### src/rtl/rv32i_isa_pkg.sv
package rv32i_isa_pkg;

	typedef enum logic [6:0] {
		OPCODE_LUI    = 7'b0110111,
		OPCODE_AUIPC  = 7'b0010111,
		OPCODE_JAL    = 7'b1101111,
		OPCODE_JALR   = 7'b1100111,
		OPCODE_BRANCH = 7'b1100011,
		OPCODE_LOAD   = 7'b0000011,
		OPCODE_STORE  = 7'b0100011,
		OPCODE_OP_IMM = 7'b0010011,
		OPCODE_OP     = 7'b0110011
	} opcode_t;

	localparam logic [2:0] FUNCT3_BRANCH_BEQ  = 3'b000;
	localparam logic [2:0] FUNCT3_BRANCH_BNE  = 3'b001;
	localparam logic [2:0] FUNCT3_BRANCH_BLT  = 3'b100;
	localparam logic [2:0] FUNCT3_BRANCH_BGE  = 3'b101;
	localparam logic [2:0] FUNCT3_BRANCH_BLTU = 3'b110;
	localparam logic [2:0] FUNCT3_BRANCH_BGEU = 3'b111;

	localparam logic [2:0] FUNCT3_LOAD_LB  = 3'b000;
	localparam logic [2:0] FUNCT3_LOAD_LH  = 3'b001;
	localparam logic [2:0] FUNCT3_LOAD_LW  = 3'b010;
	localparam logic [2:0] FUNCT3_LOAD_LBU = 3'b100;
	localparam logic [2:0] FUNCT3_LOAD_LHU = 3'b101;

	localparam logic [2:0] FUNCT3_STORE_SB = 3'b000;
	localparam logic [2:0] FUNCT3_STORE_SH = 3'b001;
	localparam logic [2:0] FUNCT3_STORE_SW = 3'b010;

	localparam logic [2:0] FUNCT3_OP_IMM_ADDI  = 3'b000;
	localparam logic [2:0] FUNCT3_OP_IMM_SLLI  = 3'b001;
	localparam logic [2:0] FUNCT3_OP_IMM_SLTI  = 3'b010;
	localparam logic [2:0] FUNCT3_OP_IMM_SLTIU = 3'b011;
	localparam logic [2:0] FUNCT3_OP_IMM_XORI  = 3'b100;
	localparam logic [2:0] FUNCT3_OP_IMM_SRI   = 3'b101; // SRLI or SRAI.
	localparam logic [2:0] FUNCT3_OP_IMM_ORI   = 3'b110;
	localparam logic [2:0] FUNCT3_OP_IMM_ANDI  = 3'b111;

	localparam logic [2:0] FUNCT3_OP_ADD_SUB = 3'b000;
	localparam logic [2:0] FUNCT3_OP_SLL     = 3'b001;
	localparam logic [2:0] FUNCT3_OP_SLT     = 3'b010;
	localparam logic [2:0] FUNCT3_OP_SLTU    = 3'b011;
	localparam logic [2:0] FUNCT3_OP_XOR     = 3'b100;
	localparam logic [2:0] FUNCT3_OP_SR      = 3'b101;
	localparam logic [2:0] FUNCT3_OP_OR      = 3'b110;
	localparam logic [2:0] FUNCT3_OP_AND     = 3'b111;

	typedef struct packed {
		logic [24:0] payload;
		opcode_t opcode;
	} common_t;

	typedef struct packed {
		logic [6:0] funct7;
		logic [4:0] rs2, rs1;
		logic [2:0] funct3;
		logic [4:0] rd;
		opcode_t opcode;
	} rtype_t;

	typedef struct packed {
		logic [11:0] imm;
		logic [4:0] rs1;
		logic [2:0] funct3;
		logic [4:0] rd;
		opcode_t opcode;
	} itype_t;

	typedef struct packed {
		logic [6:0] imm_11_5;
		logic [4:0] rs2, rs1;
		logic [2:0] funct3;
		logic [4:0] imm_4_0;
		opcode_t opcode;
	} stype_t;

	typedef struct packed {
		logic imm_12;
		logic [5:0] imm_10_5;
		logic [4:0] rs2, rs1;
		logic [2:0] funct3;
		logic [3:0] imm_4_1;
		logic imm_11;
		opcode_t opcode;
	} btype_t;

	typedef struct packed {
		logic [19:0] imm_31_12;
		logic [4:0] rd;
		opcode_t opcode;
	} utype_t;

	typedef struct packed {
		logic imm_20;
		logic [9:0] imm_10_1;
		logic imm_11;
		logic [7:0] imm_19_12;
		logic [4:0] rd;
		opcode_t opcode;
	} jtype_t;

	typedef union packed {
		common_t common;
		rtype_t rtype;
		itype_t itype;
		stype_t stype;
		btype_t btype;
		utype_t utype;
		jtype_t jtype;
	} instruction_t;

endpackage

### src/rtl/core_ctrl_pkg.sv
package core_ctrl_pkg;

	typedef logic [31:0] word_t;
	typedef logic [4:0] reg_idx_t;

	typedef enum logic [1:0] {
		NEXT_PC_SEL_PC_4,
		NEXT_PC_SEL_ALU_OUT,
		NEXT_PC_SEL_COMPARE_UNIT_OUT // Taken branch goes to ALU result.
	} next_pc_sel_t;

	typedef enum logic [2:0] {
		REGFILE_IN_SEL_ALU_OUT,
		REGFILE_IN_SEL_PC_4,
		REGFILE_IN_SEL_MEM_RD,
		REGFILE_IN_SEL_MEM_RD_SEXT8,
		REGFILE_IN_SEL_MEM_RD_SEXT16
	} regfile_in_sel_t;

	typedef enum logic {
		MEM_RD_ADDR_SEL_PC,
		MEM_RD_ADDR_SEL_ALU_OUT
	} mem_rd_addr_sel_t;

	typedef enum logic {
		ALU_IN1_SEL_REGFILE_OUT1,
		ALU_IN1_SEL_PC
	} alu_in1_sel_t;

	typedef enum logic [2:0] {
		ALU_IN2_SEL_REGFILE_OUT2,
		ALU_IN2_SEL_IR_ITYPE_IMM,
		ALU_IN2_SEL_IR_STYPE_IMM,
		ALU_IN2_SEL_IR_BTYPE_IMM,
		ALU_IN2_SEL_IR_UTYPE_IMM,
		ALU_IN2_SEL_IR_JTYPE_IMM
	} alu_in2_sel_t;

	typedef enum logic [1:0] {
		MEM_ACCESS_SIZE_BYTE,
		MEM_ACCESS_SIZE_HALF,
		MEM_ACCESS_SIZE_WORD
	} mem_access_size_t;

	typedef enum logic [3:0] {
		ALU_OP_ADD,
		ALU_OP_SUB,
		ALU_OP_SLL,
		ALU_OP_SLT,
		ALU_OP_SLTU,
		ALU_OP_XOR,
		ALU_OP_SRL,
		ALU_OP_SRA,
		ALU_OP_OR,
		ALU_OP_AND,
		ALU_OP_IN2_PASSTHROUGH
	} alu_op_t;

	typedef enum logic [2:0] {
		COMPARE_UNIT_OP_EQ,
		COMPARE_UNIT_OP_NE,
		COMPARE_UNIT_OP_LT,
		COMPARE_UNIT_OP_GE,
		COMPARE_UNIT_OP_LTU,
		COMPARE_UNIT_OP_GEU
	} compare_unit_op_t;

endpackage

### src/rtl/ctrl_if.sv
`timescale 1ns/1ps

interface ctrl_if import core_ctrl_pkg::*; ();
	logic pc_we;
	logic ir_we;
	logic regfile_we;
	next_pc_sel_t next_pc_sel;
	regfile_in_sel_t regfile_in_sel;
	mem_rd_addr_sel_t mem_rd_addr_sel;
	mem_access_size_t mem_rd_size;
	mem_access_size_t mem_wr_size;
	logic mem_wr_enable;
	alu_op_t alu_op;
	alu_in1_sel_t alu_in1_sel;
	alu_in2_sel_t alu_in2_sel;
	compare_unit_op_t compare_unit_op;

	modport control (
		output pc_we, ir_we, regfile_we,
		output next_pc_sel, regfile_in_sel, mem_rd_addr_sel,
		output mem_rd_size, mem_wr_size, mem_wr_enable,
		output alu_op, alu_in1_sel, alu_in2_sel, compare_unit_op
	);

	modport datapath (
		input pc_we, ir_we, regfile_we,
		input next_pc_sel, regfile_in_sel, mem_rd_addr_sel,
		input mem_rd_size, mem_wr_size, mem_wr_enable,
		input alu_op, alu_in1_sel, alu_in2_sel, compare_unit_op
	);
endinterface

### src/rtl/regfile.sv
`timescale 1ns/1ps

module regfile import core_ctrl_pkg::*; (
	input logic clk_i,
	input logic we_i,
	input reg_idx_t rs1_i,
	input reg_idx_t rs2_i,
	input reg_idx_t rd_i,
	input word_t rd_data_i,
	output word_t rs1_data_o,
	output word_t rs2_data_o
);
	word_t regs [1:31]; // No storage behind x0.

	always_ff @(posedge clk_i) begin
		if (we_i && rd_i != 5'd0)
			regs[rd_i] <= rd_data_i;
	end

	assign rs1_data_o = (rs1_i == 5'd0) ? 32'h0000_0000 : regs[rs1_i];
	assign rs2_data_o = (rs2_i == 5'd0) ? 32'h0000_0000 : regs[rs2_i];
endmodule

### src/rtl/alu.sv
`timescale 1ns/1ps

module alu import core_ctrl_pkg::*; (
	input alu_op_t op_i,
	input word_t in1_i,
	input word_t in2_i,
	output word_t result_o
);
	logic [4:0] shamt;

	assign shamt = in2_i[4:0];

	always_comb begin
		case (op_i)
			ALU_OP_ADD: result_o = in1_i + in2_i;
			ALU_OP_SUB: result_o = in1_i - in2_i;
			ALU_OP_SLL: result_o = in1_i << shamt;
			ALU_OP_SLT: result_o = {31'b0, $signed(in1_i) < $signed(in2_i)};
			ALU_OP_SLTU: result_o = {31'b0, in1_i < in2_i};
			ALU_OP_XOR: result_o = in1_i ^ in2_i;
			ALU_OP_SRL: result_o = in1_i >> shamt;
			ALU_OP_SRA: result_o = $signed(in1_i) >>> shamt;
			ALU_OP_OR: result_o = in1_i | in2_i;
			ALU_OP_AND: result_o = in1_i & in2_i;
			ALU_OP_IN2_PASSTHROUGH: result_o = in2_i; // LUI.
			default: result_o = 32'h0000_0000;
		endcase
	end
endmodule

### src/rtl/control.sv
`timescale 1ns/1ps

module control import rv32i_isa_pkg::*, core_ctrl_pkg::*; (
	input logic clk_i,
	input logic reset_i,
	input instruction_t ir_i,
	ctrl_if.control ctl
);
	typedef enum logic [1:0] {
		RESET,
		FETCH,
		DEMW
	} state_t;

	state_t state;

	// Sequencing strobes from the state alone.
	always_comb begin
		ctl.pc_we = 1'b0;
		ctl.ir_we = 1'b0;
		ctl.mem_rd_addr_sel = MEM_RD_ADDR_SEL_PC;
		case (state)
			FETCH: begin
				ctl.ir_we = 1'b1;
			end
			DEMW: begin
				ctl.pc_we = 1'b1; // Every instruction retires here.
				ctl.mem_rd_addr_sel = MEM_RD_ADDR_SEL_ALU_OUT;
			end
			default: ;
		endcase
	end

	// Decoder, active in DEMW only.
	always_comb begin
		ctl.regfile_we = 1'b0;
		ctl.next_pc_sel = NEXT_PC_SEL_PC_4;
		ctl.regfile_in_sel = REGFILE_IN_SEL_ALU_OUT;
		ctl.mem_rd_size = MEM_ACCESS_SIZE_WORD; // Instruction fetch.
		ctl.mem_wr_size = MEM_ACCESS_SIZE_WORD;
		ctl.mem_wr_enable = 1'b0;
		ctl.alu_op = ALU_OP_ADD;
		ctl.alu_in1_sel = ALU_IN1_SEL_REGFILE_OUT1;
		ctl.alu_in2_sel = ALU_IN2_SEL_REGFILE_OUT2;
		ctl.compare_unit_op = COMPARE_UNIT_OP_EQ;

		if (state == DEMW) begin
			case (ir_i.common.opcode)
				OPCODE_LUI: begin
					ctl.regfile_we = 1'b1;
					ctl.alu_op = ALU_OP_IN2_PASSTHROUGH;
					ctl.alu_in2_sel = ALU_IN2_SEL_IR_UTYPE_IMM;
				end
				OPCODE_AUIPC: begin
					ctl.regfile_we = 1'b1;
					ctl.alu_in1_sel = ALU_IN1_SEL_PC;
					ctl.alu_in2_sel = ALU_IN2_SEL_IR_UTYPE_IMM;
				end
				OPCODE_JAL: begin
					ctl.regfile_we = 1'b1;
					ctl.regfile_in_sel = REGFILE_IN_SEL_PC_4; // Link.
					ctl.next_pc_sel = NEXT_PC_SEL_ALU_OUT;
					ctl.alu_in1_sel = ALU_IN1_SEL_PC;
					ctl.alu_in2_sel = ALU_IN2_SEL_IR_JTYPE_IMM;
				end
				OPCODE_JALR: begin
					ctl.regfile_we = 1'b1;
					ctl.regfile_in_sel = REGFILE_IN_SEL_PC_4;
					ctl.next_pc_sel = NEXT_PC_SEL_ALU_OUT;
					ctl.alu_in2_sel = ALU_IN2_SEL_IR_ITYPE_IMM;
				end
				OPCODE_BRANCH: begin
					ctl.next_pc_sel = NEXT_PC_SEL_COMPARE_UNIT_OUT;
					ctl.alu_in1_sel = ALU_IN1_SEL_PC; // Target is PC + imm.
					ctl.alu_in2_sel = ALU_IN2_SEL_IR_BTYPE_IMM;
					case (ir_i.btype.funct3)
						FUNCT3_BRANCH_BNE:
							ctl.compare_unit_op = COMPARE_UNIT_OP_NE;
						FUNCT3_BRANCH_BLT:
							ctl.compare_unit_op = COMPARE_UNIT_OP_LT;
						FUNCT3_BRANCH_BGE:
							ctl.compare_unit_op = COMPARE_UNIT_OP_GE;
						FUNCT3_BRANCH_BLTU:
							ctl.compare_unit_op = COMPARE_UNIT_OP_LTU;
						FUNCT3_BRANCH_BGEU:
							ctl.compare_unit_op = COMPARE_UNIT_OP_GEU;
						default:
							ctl.compare_unit_op = COMPARE_UNIT_OP_EQ;
					endcase
				end
				OPCODE_LOAD: begin
					ctl.regfile_we = 1'b1;
					ctl.alu_in2_sel = ALU_IN2_SEL_IR_ITYPE_IMM;
					case (ir_i.itype.funct3)
						FUNCT3_LOAD_LB: begin
							ctl.mem_rd_size = MEM_ACCESS_SIZE_BYTE;
							ctl.regfile_in_sel = REGFILE_IN_SEL_MEM_RD_SEXT8;
						end
						FUNCT3_LOAD_LBU: begin
							ctl.mem_rd_size = MEM_ACCESS_SIZE_BYTE;
							ctl.regfile_in_sel = REGFILE_IN_SEL_MEM_RD;
						end
						FUNCT3_LOAD_LH: begin
							ctl.mem_rd_size = MEM_ACCESS_SIZE_HALF;
							ctl.regfile_in_sel = REGFILE_IN_SEL_MEM_RD_SEXT16;
						end
						FUNCT3_LOAD_LHU: begin
							ctl.mem_rd_size = MEM_ACCESS_SIZE_HALF;
							ctl.regfile_in_sel = REGFILE_IN_SEL_MEM_RD;
						end
						default: begin
							ctl.regfile_in_sel = REGFILE_IN_SEL_MEM_RD; // LW.
						end
					endcase
				end
				OPCODE_STORE: begin
					ctl.mem_wr_enable = 1'b1;
					ctl.alu_in2_sel = ALU_IN2_SEL_IR_STYPE_IMM;
					case (ir_i.stype.funct3)
						FUNCT3_STORE_SB:
							ctl.mem_wr_size = MEM_ACCESS_SIZE_BYTE;
						FUNCT3_STORE_SH:
							ctl.mem_wr_size = MEM_ACCESS_SIZE_HALF;
						default:
							ctl.mem_wr_size = MEM_ACCESS_SIZE_WORD;
					endcase
				end
				OPCODE_OP_IMM: begin
					ctl.regfile_we = 1'b1;
					ctl.alu_in2_sel = ALU_IN2_SEL_IR_ITYPE_IMM;
					case (ir_i.itype.funct3)
						FUNCT3_OP_IMM_SLTI:
							ctl.alu_op = ALU_OP_SLT;
						FUNCT3_OP_IMM_SLTIU:
							ctl.alu_op = ALU_OP_SLTU;
						FUNCT3_OP_IMM_XORI:
							ctl.alu_op = ALU_OP_XOR;
						FUNCT3_OP_IMM_ORI:
							ctl.alu_op = ALU_OP_OR;
						FUNCT3_OP_IMM_ANDI:
							ctl.alu_op = ALU_OP_AND;
						FUNCT3_OP_IMM_SLLI:
							ctl.alu_op = ALU_OP_SLL;
						FUNCT3_OP_IMM_SRI:
							ctl.alu_op = ir_i.rtype.funct7[5] ? ALU_OP_SRA : ALU_OP_SRL;
						default:
							ctl.alu_op = ALU_OP_ADD;
					endcase
				end
				OPCODE_OP: begin
					ctl.regfile_we = 1'b1;
					case (ir_i.rtype.funct3)
						FUNCT3_OP_ADD_SUB:
							ctl.alu_op = ir_i.rtype.funct7[5] ? ALU_OP_SUB : ALU_OP_ADD;
						FUNCT3_OP_SLL:
							ctl.alu_op = ALU_OP_SLL;
						FUNCT3_OP_SLT:
							ctl.alu_op = ALU_OP_SLT;
						FUNCT3_OP_SLTU:
							ctl.alu_op = ALU_OP_SLTU;
						FUNCT3_OP_XOR:
							ctl.alu_op = ALU_OP_XOR;
						FUNCT3_OP_SR:
							ctl.alu_op = ir_i.rtype.funct7[5] ? ALU_OP_SRA : ALU_OP_SRL;
						FUNCT3_OP_OR:
							ctl.alu_op = ALU_OP_OR;
						default:
							ctl.alu_op = ALU_OP_AND;
					endcase
				end
				default: ; // Unknown opcode falls through as a no-op.
			endcase
		end
	end

	always_ff @(posedge clk_i) begin
		if (reset_i) begin
			state <= RESET;
		end else begin
			case (state)
				FETCH: state <= DEMW;
				default: state <= FETCH;
			endcase
		end
	end
endmodule

### src/rtl/datapath.sv
`timescale 1ns/1ps

module datapath import rv32i_isa_pkg::*, core_ctrl_pkg::*; #(
	parameter word_t RESET_PC = 32'h0000_0000
) (
	input logic clk_i,
	input logic reset_i,
	ctrl_if.datapath ctl,
	output instruction_t ir_o,
	output word_t mem_addr_o,
	input word_t mem_rd_data_i,
	output word_t mem_wr_data_o
);
	word_t pc;
	word_t pc_4;
	word_t next_pc;
	instruction_t ir;
	word_t imm_i, imm_s, imm_b, imm_u, imm_j;
	word_t rs1_data, rs2_data;
	word_t alu_in1, alu_in2, alu_result;
	word_t rd_data;
	logic branch_taken;

	always_ff @(posedge clk_i) begin
		if (reset_i)
			pc <= RESET_PC;
		else if (ctl.pc_we)
			pc <= next_pc;
	end

	always_ff @(posedge clk_i) begin
		if (ctl.ir_we)
			ir <= mem_rd_data_i;
	end

	assign ir_o = ir;
	assign pc_4 = pc + 32'd4;

	assign imm_i = {{20{ir.itype.imm[11]}}, ir.itype.imm};
	assign imm_s = {{20{ir.stype.imm_11_5[6]}}, ir.stype.imm_11_5, ir.stype.imm_4_0};
	assign imm_b = {{20{ir.btype.imm_12}}, ir.btype.imm_11, ir.btype.imm_10_5,
		ir.btype.imm_4_1, 1'b0};
	assign imm_u = {ir.utype.imm_31_12, 12'h000};
	assign imm_j = {{12{ir.jtype.imm_20}}, ir.jtype.imm_19_12, ir.jtype.imm_11,
		ir.jtype.imm_10_1, 1'b0};

	regfile u_regfile (
		.clk_i(clk_i),
		.we_i(ctl.regfile_we),
		.rs1_i(ir.rtype.rs1),
		.rs2_i(ir.rtype.rs2),
		.rd_i(ir.rtype.rd),
		.rd_data_i(rd_data),
		.rs1_data_o(rs1_data),
		.rs2_data_o(rs2_data)
	);

	assign alu_in1 = (ctl.alu_in1_sel == ALU_IN1_SEL_PC) ? pc : rs1_data;

	always_comb begin
		case (ctl.alu_in2_sel)
			ALU_IN2_SEL_IR_ITYPE_IMM: alu_in2 = imm_i;
			ALU_IN2_SEL_IR_STYPE_IMM: alu_in2 = imm_s;
			ALU_IN2_SEL_IR_BTYPE_IMM: alu_in2 = imm_b;
			ALU_IN2_SEL_IR_UTYPE_IMM: alu_in2 = imm_u;
			ALU_IN2_SEL_IR_JTYPE_IMM: alu_in2 = imm_j;
			default: alu_in2 = rs2_data;
		endcase
	end

	alu u_alu (
		.op_i(ctl.alu_op),
		.in1_i(alu_in1),
		.in2_i(alu_in2),
		.result_o(alu_result)
	);

	always_comb begin
		case (ctl.regfile_in_sel)
			REGFILE_IN_SEL_PC_4: rd_data = pc_4;
			REGFILE_IN_SEL_MEM_RD: rd_data = mem_rd_data_i;
			REGFILE_IN_SEL_MEM_RD_SEXT8: rd_data = {{24{mem_rd_data_i[7]}}, mem_rd_data_i[7:0]};
			REGFILE_IN_SEL_MEM_RD_SEXT16:
				rd_data = {{16{mem_rd_data_i[15]}}, mem_rd_data_i[15:0]};
			default: rd_data = alu_result;
		endcase
	end

	always_comb begin
		case (ctl.compare_unit_op)
			COMPARE_UNIT_OP_NE: branch_taken = rs1_data != rs2_data;
			COMPARE_UNIT_OP_LT: branch_taken = $signed(rs1_data) < $signed(rs2_data);
			COMPARE_UNIT_OP_GE: branch_taken = $signed(rs1_data) >= $signed(rs2_data);
			COMPARE_UNIT_OP_LTU: branch_taken = rs1_data < rs2_data;
			COMPARE_UNIT_OP_GEU: branch_taken = rs1_data >= rs2_data;
			default: branch_taken = rs1_data == rs2_data;
		endcase
	end

	always_comb begin
		case (ctl.next_pc_sel)
			NEXT_PC_SEL_ALU_OUT: next_pc = {alu_result[31:1], 1'b0}; // JALR clears bit 0.
			NEXT_PC_SEL_COMPARE_UNIT_OUT: next_pc = branch_taken ? alu_result : pc_4;
			default: next_pc = pc_4;
		endcase
	end

	assign mem_addr_o = (ctl.mem_rd_addr_sel == MEM_RD_ADDR_SEL_PC) ? pc : alu_result;
	assign mem_wr_data_o = rs2_data;
endmodule

### src/rtl/rv32i_core.sv
`timescale 1ns/1ps

module rv32i_core import rv32i_isa_pkg::*, core_ctrl_pkg::*; #(
	parameter word_t RESET_PC = 32'h0000_0000
) (
	input logic clk_i,
	input logic reset_i,
	output word_t mem_addr_o,
	input word_t mem_rd_data_i,
	output mem_access_size_t mem_rd_size_o,
	output word_t mem_wr_data_o,
	output mem_access_size_t mem_wr_size_o,
	output logic mem_wr_enable_o
);
	instruction_t ir;

	ctrl_if ctl ();

	control u_control (
		.clk_i(clk_i),
		.reset_i(reset_i),
		.ir_i(ir),
		.ctl(ctl.control)
	);

	datapath #(
		.RESET_PC(RESET_PC)
	) u_datapath (
		.clk_i(clk_i),
		.reset_i(reset_i),
		.ctl(ctl.datapath),
		.ir_o(ir),
		.mem_addr_o(mem_addr_o),
		.mem_rd_data_i(mem_rd_data_i),
		.mem_wr_data_o(mem_wr_data_o)
	);

	assign mem_rd_size_o = ctl.mem_rd_size;
	assign mem_wr_size_o = ctl.mem_wr_size;
	assign mem_wr_enable_o = ctl.mem_wr_enable;
endmodule

### config.mk
export PLATFORM = sky130hd
export DESIGN_NAME = rv32i_core
export DESIGN_NICKNAME = d
export VERILOG_FILES = /design/src/rtl/rv32i_isa_pkg.sv /design/src/rtl/core_ctrl_pkg.sv /design/src/rtl/ctrl_if.sv /design/src/rtl/regfile.sv /design/src/rtl/alu.sv /design/src/rtl/control.sv /design/src/rtl/datapath.sv /design/src/rtl/rv32i_core.sv
export SDC_FILE = /design/constraint.sdc
export NUM_CORES = 2
export LEC_CHECK = 0
export BUFFER_PORTS_ARGS = -buffer_cell sky130_fd_sc_hd__buf_2
export CAP_MARGIN = 40
export CELL_PAD_IN_SITES_DETAIL_PLACEMENT = 0
export CELL_PAD_IN_SITES_GLOBAL_PLACEMENT = 1
export CORE_MARGIN = 10
export CORE_UTILIZATION = 32
export CTS_BUF_LIST = sky130_fd_sc_hd__clkbuf_8
export DETAILED_ROUTE_END_ITERATION = 16
export PLACE_DENSITY = 0.53
export SETUP_SLACK_MARGIN = 0.05
export SYNTH_ARGS = -nofsm -noshare
export SYNTH_HDL_FRONTEND = slang
export SYNTH_SLANG_ARGS = --single-unit
### constraint.sdc
create_clock -name clk_i -period 16.8 [get_ports clk_i]
set_clock_uncertainty 0.1 [all_clocks]
set_input_delay 3.36 -clock clk_i [delete_from_list [all_inputs] [get_ports clk_i]]
set_output_delay 3.36 -clock clk_i [all_outputs]
set_load 0.02 [all_outputs]
## Word level (Yosys, flattened, before mapping)

Memories as Yosys holds them, arrays and structs flattened. A register that Yosys moved wholly into a read port is not among the register bits.
Index checks and enable logic that the tools add are counted.
W data, S select, Z words.

| word-level totals | value |
|---|---|
| input bits | 34 |
| word-level logic and storage cells | 123 |
| output and inout bits | 69 |
| bits in registers | 66 |
| bits in latches | 0 |
| memories | 1 |
| memory bits (writable) | 992 |
| ROM bits | 0 |

| cells by class | value |
|---|---|
| add/subtract/negate cells | 3 |
| multipliers | 0 |
| shift-type cells | 3 |
| mux-type cells | 45 |
| eq/ne operators | 46 |
| reduce and logical (&&, ||, !) cells | 13 |
| order comparisons | 6 |
| bitwise logic cells | 3 |
| div/mod/pow operators | 0 |

Memory list:

| name | words | width | read ports | clocked after Yosys merged registers in | write ports | line | text |
|---|---|---|---|---|---|---|---|
| u_datapath.u_regfile.regs | 31 | 32 | 2 | 2 | 1 | regfile.sv:13 | `word_t regs [1:31];` |

Operator list:

| cell | count |
|---|---|
| $pmux W32 S11 | 1 |
| $mux W32 | 5 |
| $pmux W32 S5 | 1 |
| $lt A32 B32 Y1 | 4 |
| $pmux W32 S4 | 1 |
| $ge A32 B32 Y1 | 2 |
| $pmux W32 S2 | 1 |
| $pmux W4 S7 | 2 |
| $add A32 B3 Y32 const B | 1 |
| $add A32 B32 Y32 | 1 |
| $and A32 B32 Y32 | 1 |
| $eq A32 B32 Y1 | 1 |
| $ne A32 B32 Y1 | 1 |
| $or A32 B32 Y32 | 1 |
| $shl A32 B5 Y32 | 1 |
| $shr A32 B5 Y32 | 1 |
| $sshr A32 B5 Y32 | 1 |
| $sub A32 B32 Y32 | 1 |
| $xor A32 B32 Y32 | 1 |
| $pmux W3 S5 | 2 |
| $eq A3 B3 Y1 const B | 9 |
| $eq A3 B2 Y1 const B | 8 |
| $eq A7 B6 Y1 const B | 3 |
| $eq A7 B7 Y1 const B | 3 |
| 26 further kinds | 66 |

## Depth between registers and ports, before layout

| depth | value |
|---|---|
| depth after elaboration | 10 |
| gate-level depth with buffers | 33 |
| depth with buffers taken out | 23 |

## Modules after synthesis

A second synthesis with hierarchy kept.

| unflattened totals | value |
|---|---|
| cells, all modules | 4,773 |
| area, all modules | 62,224.7 um^2 |

By module, submodules not included:

| module | area each (um^2) | instances | cells an instance | sequential area each (um^2) |
|---|---|---|---|---|
| regfile | 46,498.3 | 1 | 2,601 | 29,788.6 |
| alu | 9,100.0 | 1 | 1,348 | 0.0 |
| datapath | 6,174.7 | 1 | 753 | 1,601.5 |
| control | 451.7 | 1 | 71 | 40.0 |

## Least setup slack after synthesis

OpenSTA, ideal clock, no wires.

| path | value |
|---|---|
| path type | register to output |
| from | register (tool-made name) |
| to | output mem_addr_o[30] |
| data required time | 13.340 ns |
| cell stages (with the launch flop) | 30 |
| setup slack | 6.577 ns |
| buffers on the path | 9 |
| data arrival time | 6.763 ns |
| cells stage by stage | dfxtp_1 > buf_6 > buf_4 > buf_4 > buf_2 > buf_2 > buf_4 > buf_4 > buf_4 > buf_2 > mux2i_1 > a21oi_1 > mux4_2 > mux2i_1 > nor2_1 > inv_1 > o21ai_0 > inv_1 > ha_1 > or3_1 > a2111oi_0 > nor4b_1 > o21ai_0 > a21oi_1 > a221o_1 > or3_1 > a21oi_1 > a221oi_1 > o21bai_1 > a31oi_1 |

RTL lines:

| element | line | text |
|---|---|---|
| end: declaration | rv32i_core.sv:8 | `output word_t mem_addr_o,` |

==> flow_summary.ini <==
[outcome]
status = complete, no violations

[clock_network]
cts.repair.resized = 0
clockBufferDepth = 3
clk_pin_slew_ns = 0.06
postCtsSetupBuffers = 0
cts_hold_buf = 0
numCtsBuffers = 188
clock-sinks = 1068
htree_levels = 4
cts-root-buf = clkbuf_8
cts_tree = done
clkLatencyLatePin_ns = 1.00

[layout]
regArea_sq_mm = 0.0317
multiInputGateArea_sq_mm = 0.0293
areaGrowthSynthToFinish_pct = 13.5
drive_gt1_frac = 0.250
fill_cells = 19000
finalNetCount = 5177

[timing]
setup-violations-final = 0
tightest_slew_ns = 1.01
grt_setup_unrepaired = false
fin_setup_tns_ns = 0
hold_viol = 0
layout_setup_ws_ns = 3.96
layout_worst_path_cycle_share = 0.765
min_period_ns = 12.84
fmaxAchievable_mhz = 77.9
slew_headroom = 0.323
whs_ns = 0.474
slew_viol_final = 0

[setup_path]
cp-start-kind = register
r2r_cells = 22
path_class = reg2out
r2r_setup_slack_ns = 7.69
crit_path_frequent_cell = a21oi_1
slowest_stage = dfxtp_4
r2r-end = u_datapath.u_regfile.regs[7][29]
end_kind = output pin
worstPathRequired_ns = 13.34
path_max_fanout = 72
cp_slowest_stage_delay_ns = 0.88
path_cells = buf_12, buf_4, mux4_2, mux4_2, mux2i_1, nor2_1, inv_1, o21ai_0, ha_1, and3_1, nand4_1, o21ai_0, nand4_1, a21oi_1, a21oi_1, o31ai_1, nand2b_1, o311ai_0, a211oi_2, a21oi_1, buf_2
worstPathArrival_ns = 9.38

[min_path]
hold_start = u_datapath.ir_o[19]
min_path_cells = 1
hold_class = reg2reg

[drt]
drt_iter0_drc = 5534
dr.pass1.iters = 6
wl_microns = 289000
drc = 0
post_drt_wl_per_cell_microns = 37.1
postRouteAntennaNets = 0
via_per_inst = 6.10
vias = 47500

[place]
port-buffer-count = 102
gp_congestion = 0.995
place_ws_ns = 4.80
dp_hpwl_microns = 201000

[logic_synthesis]
synthDistinctLibCells = 105
ys_ff_latch = 1068
yosys_warnings = 0
synth_commonest_cells = 1,024 x edfxtp_1, 440 x mux4_2, 386 x nor2_1
synth_top_cell_area_share = 0.490
syn_nets = 4990
synth-edff-count = 1024
yosysSeqAreaShare = 0.504
yosysTopAreaCell = edfxtp_1
synth_ff_type = edfxtp_1
syn_area_per_cell_sq_um = 13.0
async_flop_share = 0
synthTopCellsByArea = edfxtp_1 49%, mux4_2 16%, mux2i_1 4.5%
yosys.cell_count.top_type = edfxtp_1
synth_area_sq_mm = 0.0627
netlist_instances = 4816

[floorplanning]
pin_count = 103
fp.coreArea_sq_mm = 0.195
dieArea_sq_mm = 0.214
start_util = 0.322
rows = 162
die_w_microns = 463
die_h_microns = 463

[global_route]
grt_first_pass_wirelength_microns = 395000
grt_max_degree = 115
grt_pass1_vias = 47200
antenna_found_initial = 21
grt_util_all_layers = 0.260
overflow = 0

[power]
vdd_drop_max_mv = 0.121
leakage_nw = 24.5
p_total_mw = 10.2
p_per_area_mw_per_mm2 = 143

[job]
drv_cap = 0
worst max-delay path by stage:
stage                                 to  slack, ns  depth (start not counted)
final                     mem_addr_o[29]       3.96                         21
after global routing      mem_addr_o[24]       3.38                         22
after CTS                 mem_addr_o[26]       3.68                         22
after detailed placement  mem_addr_o[26]       4.80                         22
after global placement    mem_addr_o[26]       4.92                         22
after floorplan           mem_addr_o[30]       6.58                         29
cell type report:
type / instances / share of cell area
inverters: 138 / 0.00738
diodes: 6 / 0.000211
repair buffers: 364 / 0.0402
flip-flops and latches: 1068 / 0.445
clock buffers: 191 / 0.0369
multi-input cells: 3243 / 0.412
well taps: 2624 / 0.0461
clock inverters: 154 / 0.0130
cells in the final DEF (no fill, tap or decap), types with 30 or more instances in the layout:
master / n
clkinv_1: 57
dfxtp_1: 36
buf_2: 115
o211ai_1: 34
mux2i_1: 277
nor3_1: 98
and3_1: 30
nand3_1: 87
a22oi_1: 35
o22ai_1: 103
buf_4: 211
o21ai_0: 168
mux2_2: 87
mux4_2: 440
clkbuf_8: 191
a221oi_1: 36
o221ai_1: 38
nor2_1: 351
ha_1: 138
a21o_1: 38
nand2_1: 308
a31oi_1: 41
nor2_4: 32
edfxtp_1: 1024
a21oi_1: 275
xnor2_1: 32
inv_1: 182
a211oi_1: 82
or4_1: 30
logic make-up (layout without fill, tap and decap cells):
family,Yosys count,count (layout),synth area share
AOI/OAI and AO/OA,1118,1118,0.120
xor gates and xnor gates,44,44,0.00615
adders and majority gates,140,140,0.0282
buffers and inverters,505,847,0.0377
DFF,1068,1068,0.504
muxes,811,811,0.220
other,0,6,0
and+or+nand+nor,1130,1130,0.0838
report_power, final:
| group | switching [mW] | internal [mW] | total (mW) | leakage [nW] |
|---|---|---|---|---|
| combinational | 2.99 | 1.19 | 4.17 | 12.9 |
| clock | 1.16 | 1.16 | 2.32 | 2.02 |
| sequential | 0.0428 | 3.65 | 3.69 | 9.57 |
worst max-delay path: cells and delay by family (launching register included):
kind | cells | cell delay (ns)
AOI/OAI and AO/OA | 8 | 2.84
buffers and inverters | 4 | 1.68
muxes | 3 | 1.39
and+or+nand+nor | 5 | 0.91
DFF | 1 | 0.88
adders and majority gates | 1 | 0.49
metal layers:
| layer | global-route usage | wire length, microns |
|---|---|---|
| met5 | 0 | 35 |
| met2 | 0.413 | 132000 |
| met3 | 0.0475 | 21000 |
| met4 | 0.131 | 17100 |
| met1 | 0.340 | 119000 |
stage by stage:
step                       util  instance area (sq um)  cells
after floorplan               -                  62700   4816
after global placement    0.343                  66900   7380
after detailed placement  0.347                  67600   7434
after CTS                 0.365                  71200   7779
after global routing      0.365                  71200   7785
final                     0.365                  71200   7788
registers in the layout (all words and copies together) (netlist names), named ones only:
signal / cells
u_datapath.pc: 32
u_control.state: 2
u_datapath.ir_o: 32
u_datapath.u_regfile.regs: 992
Power figures use the tool's default switching activity.
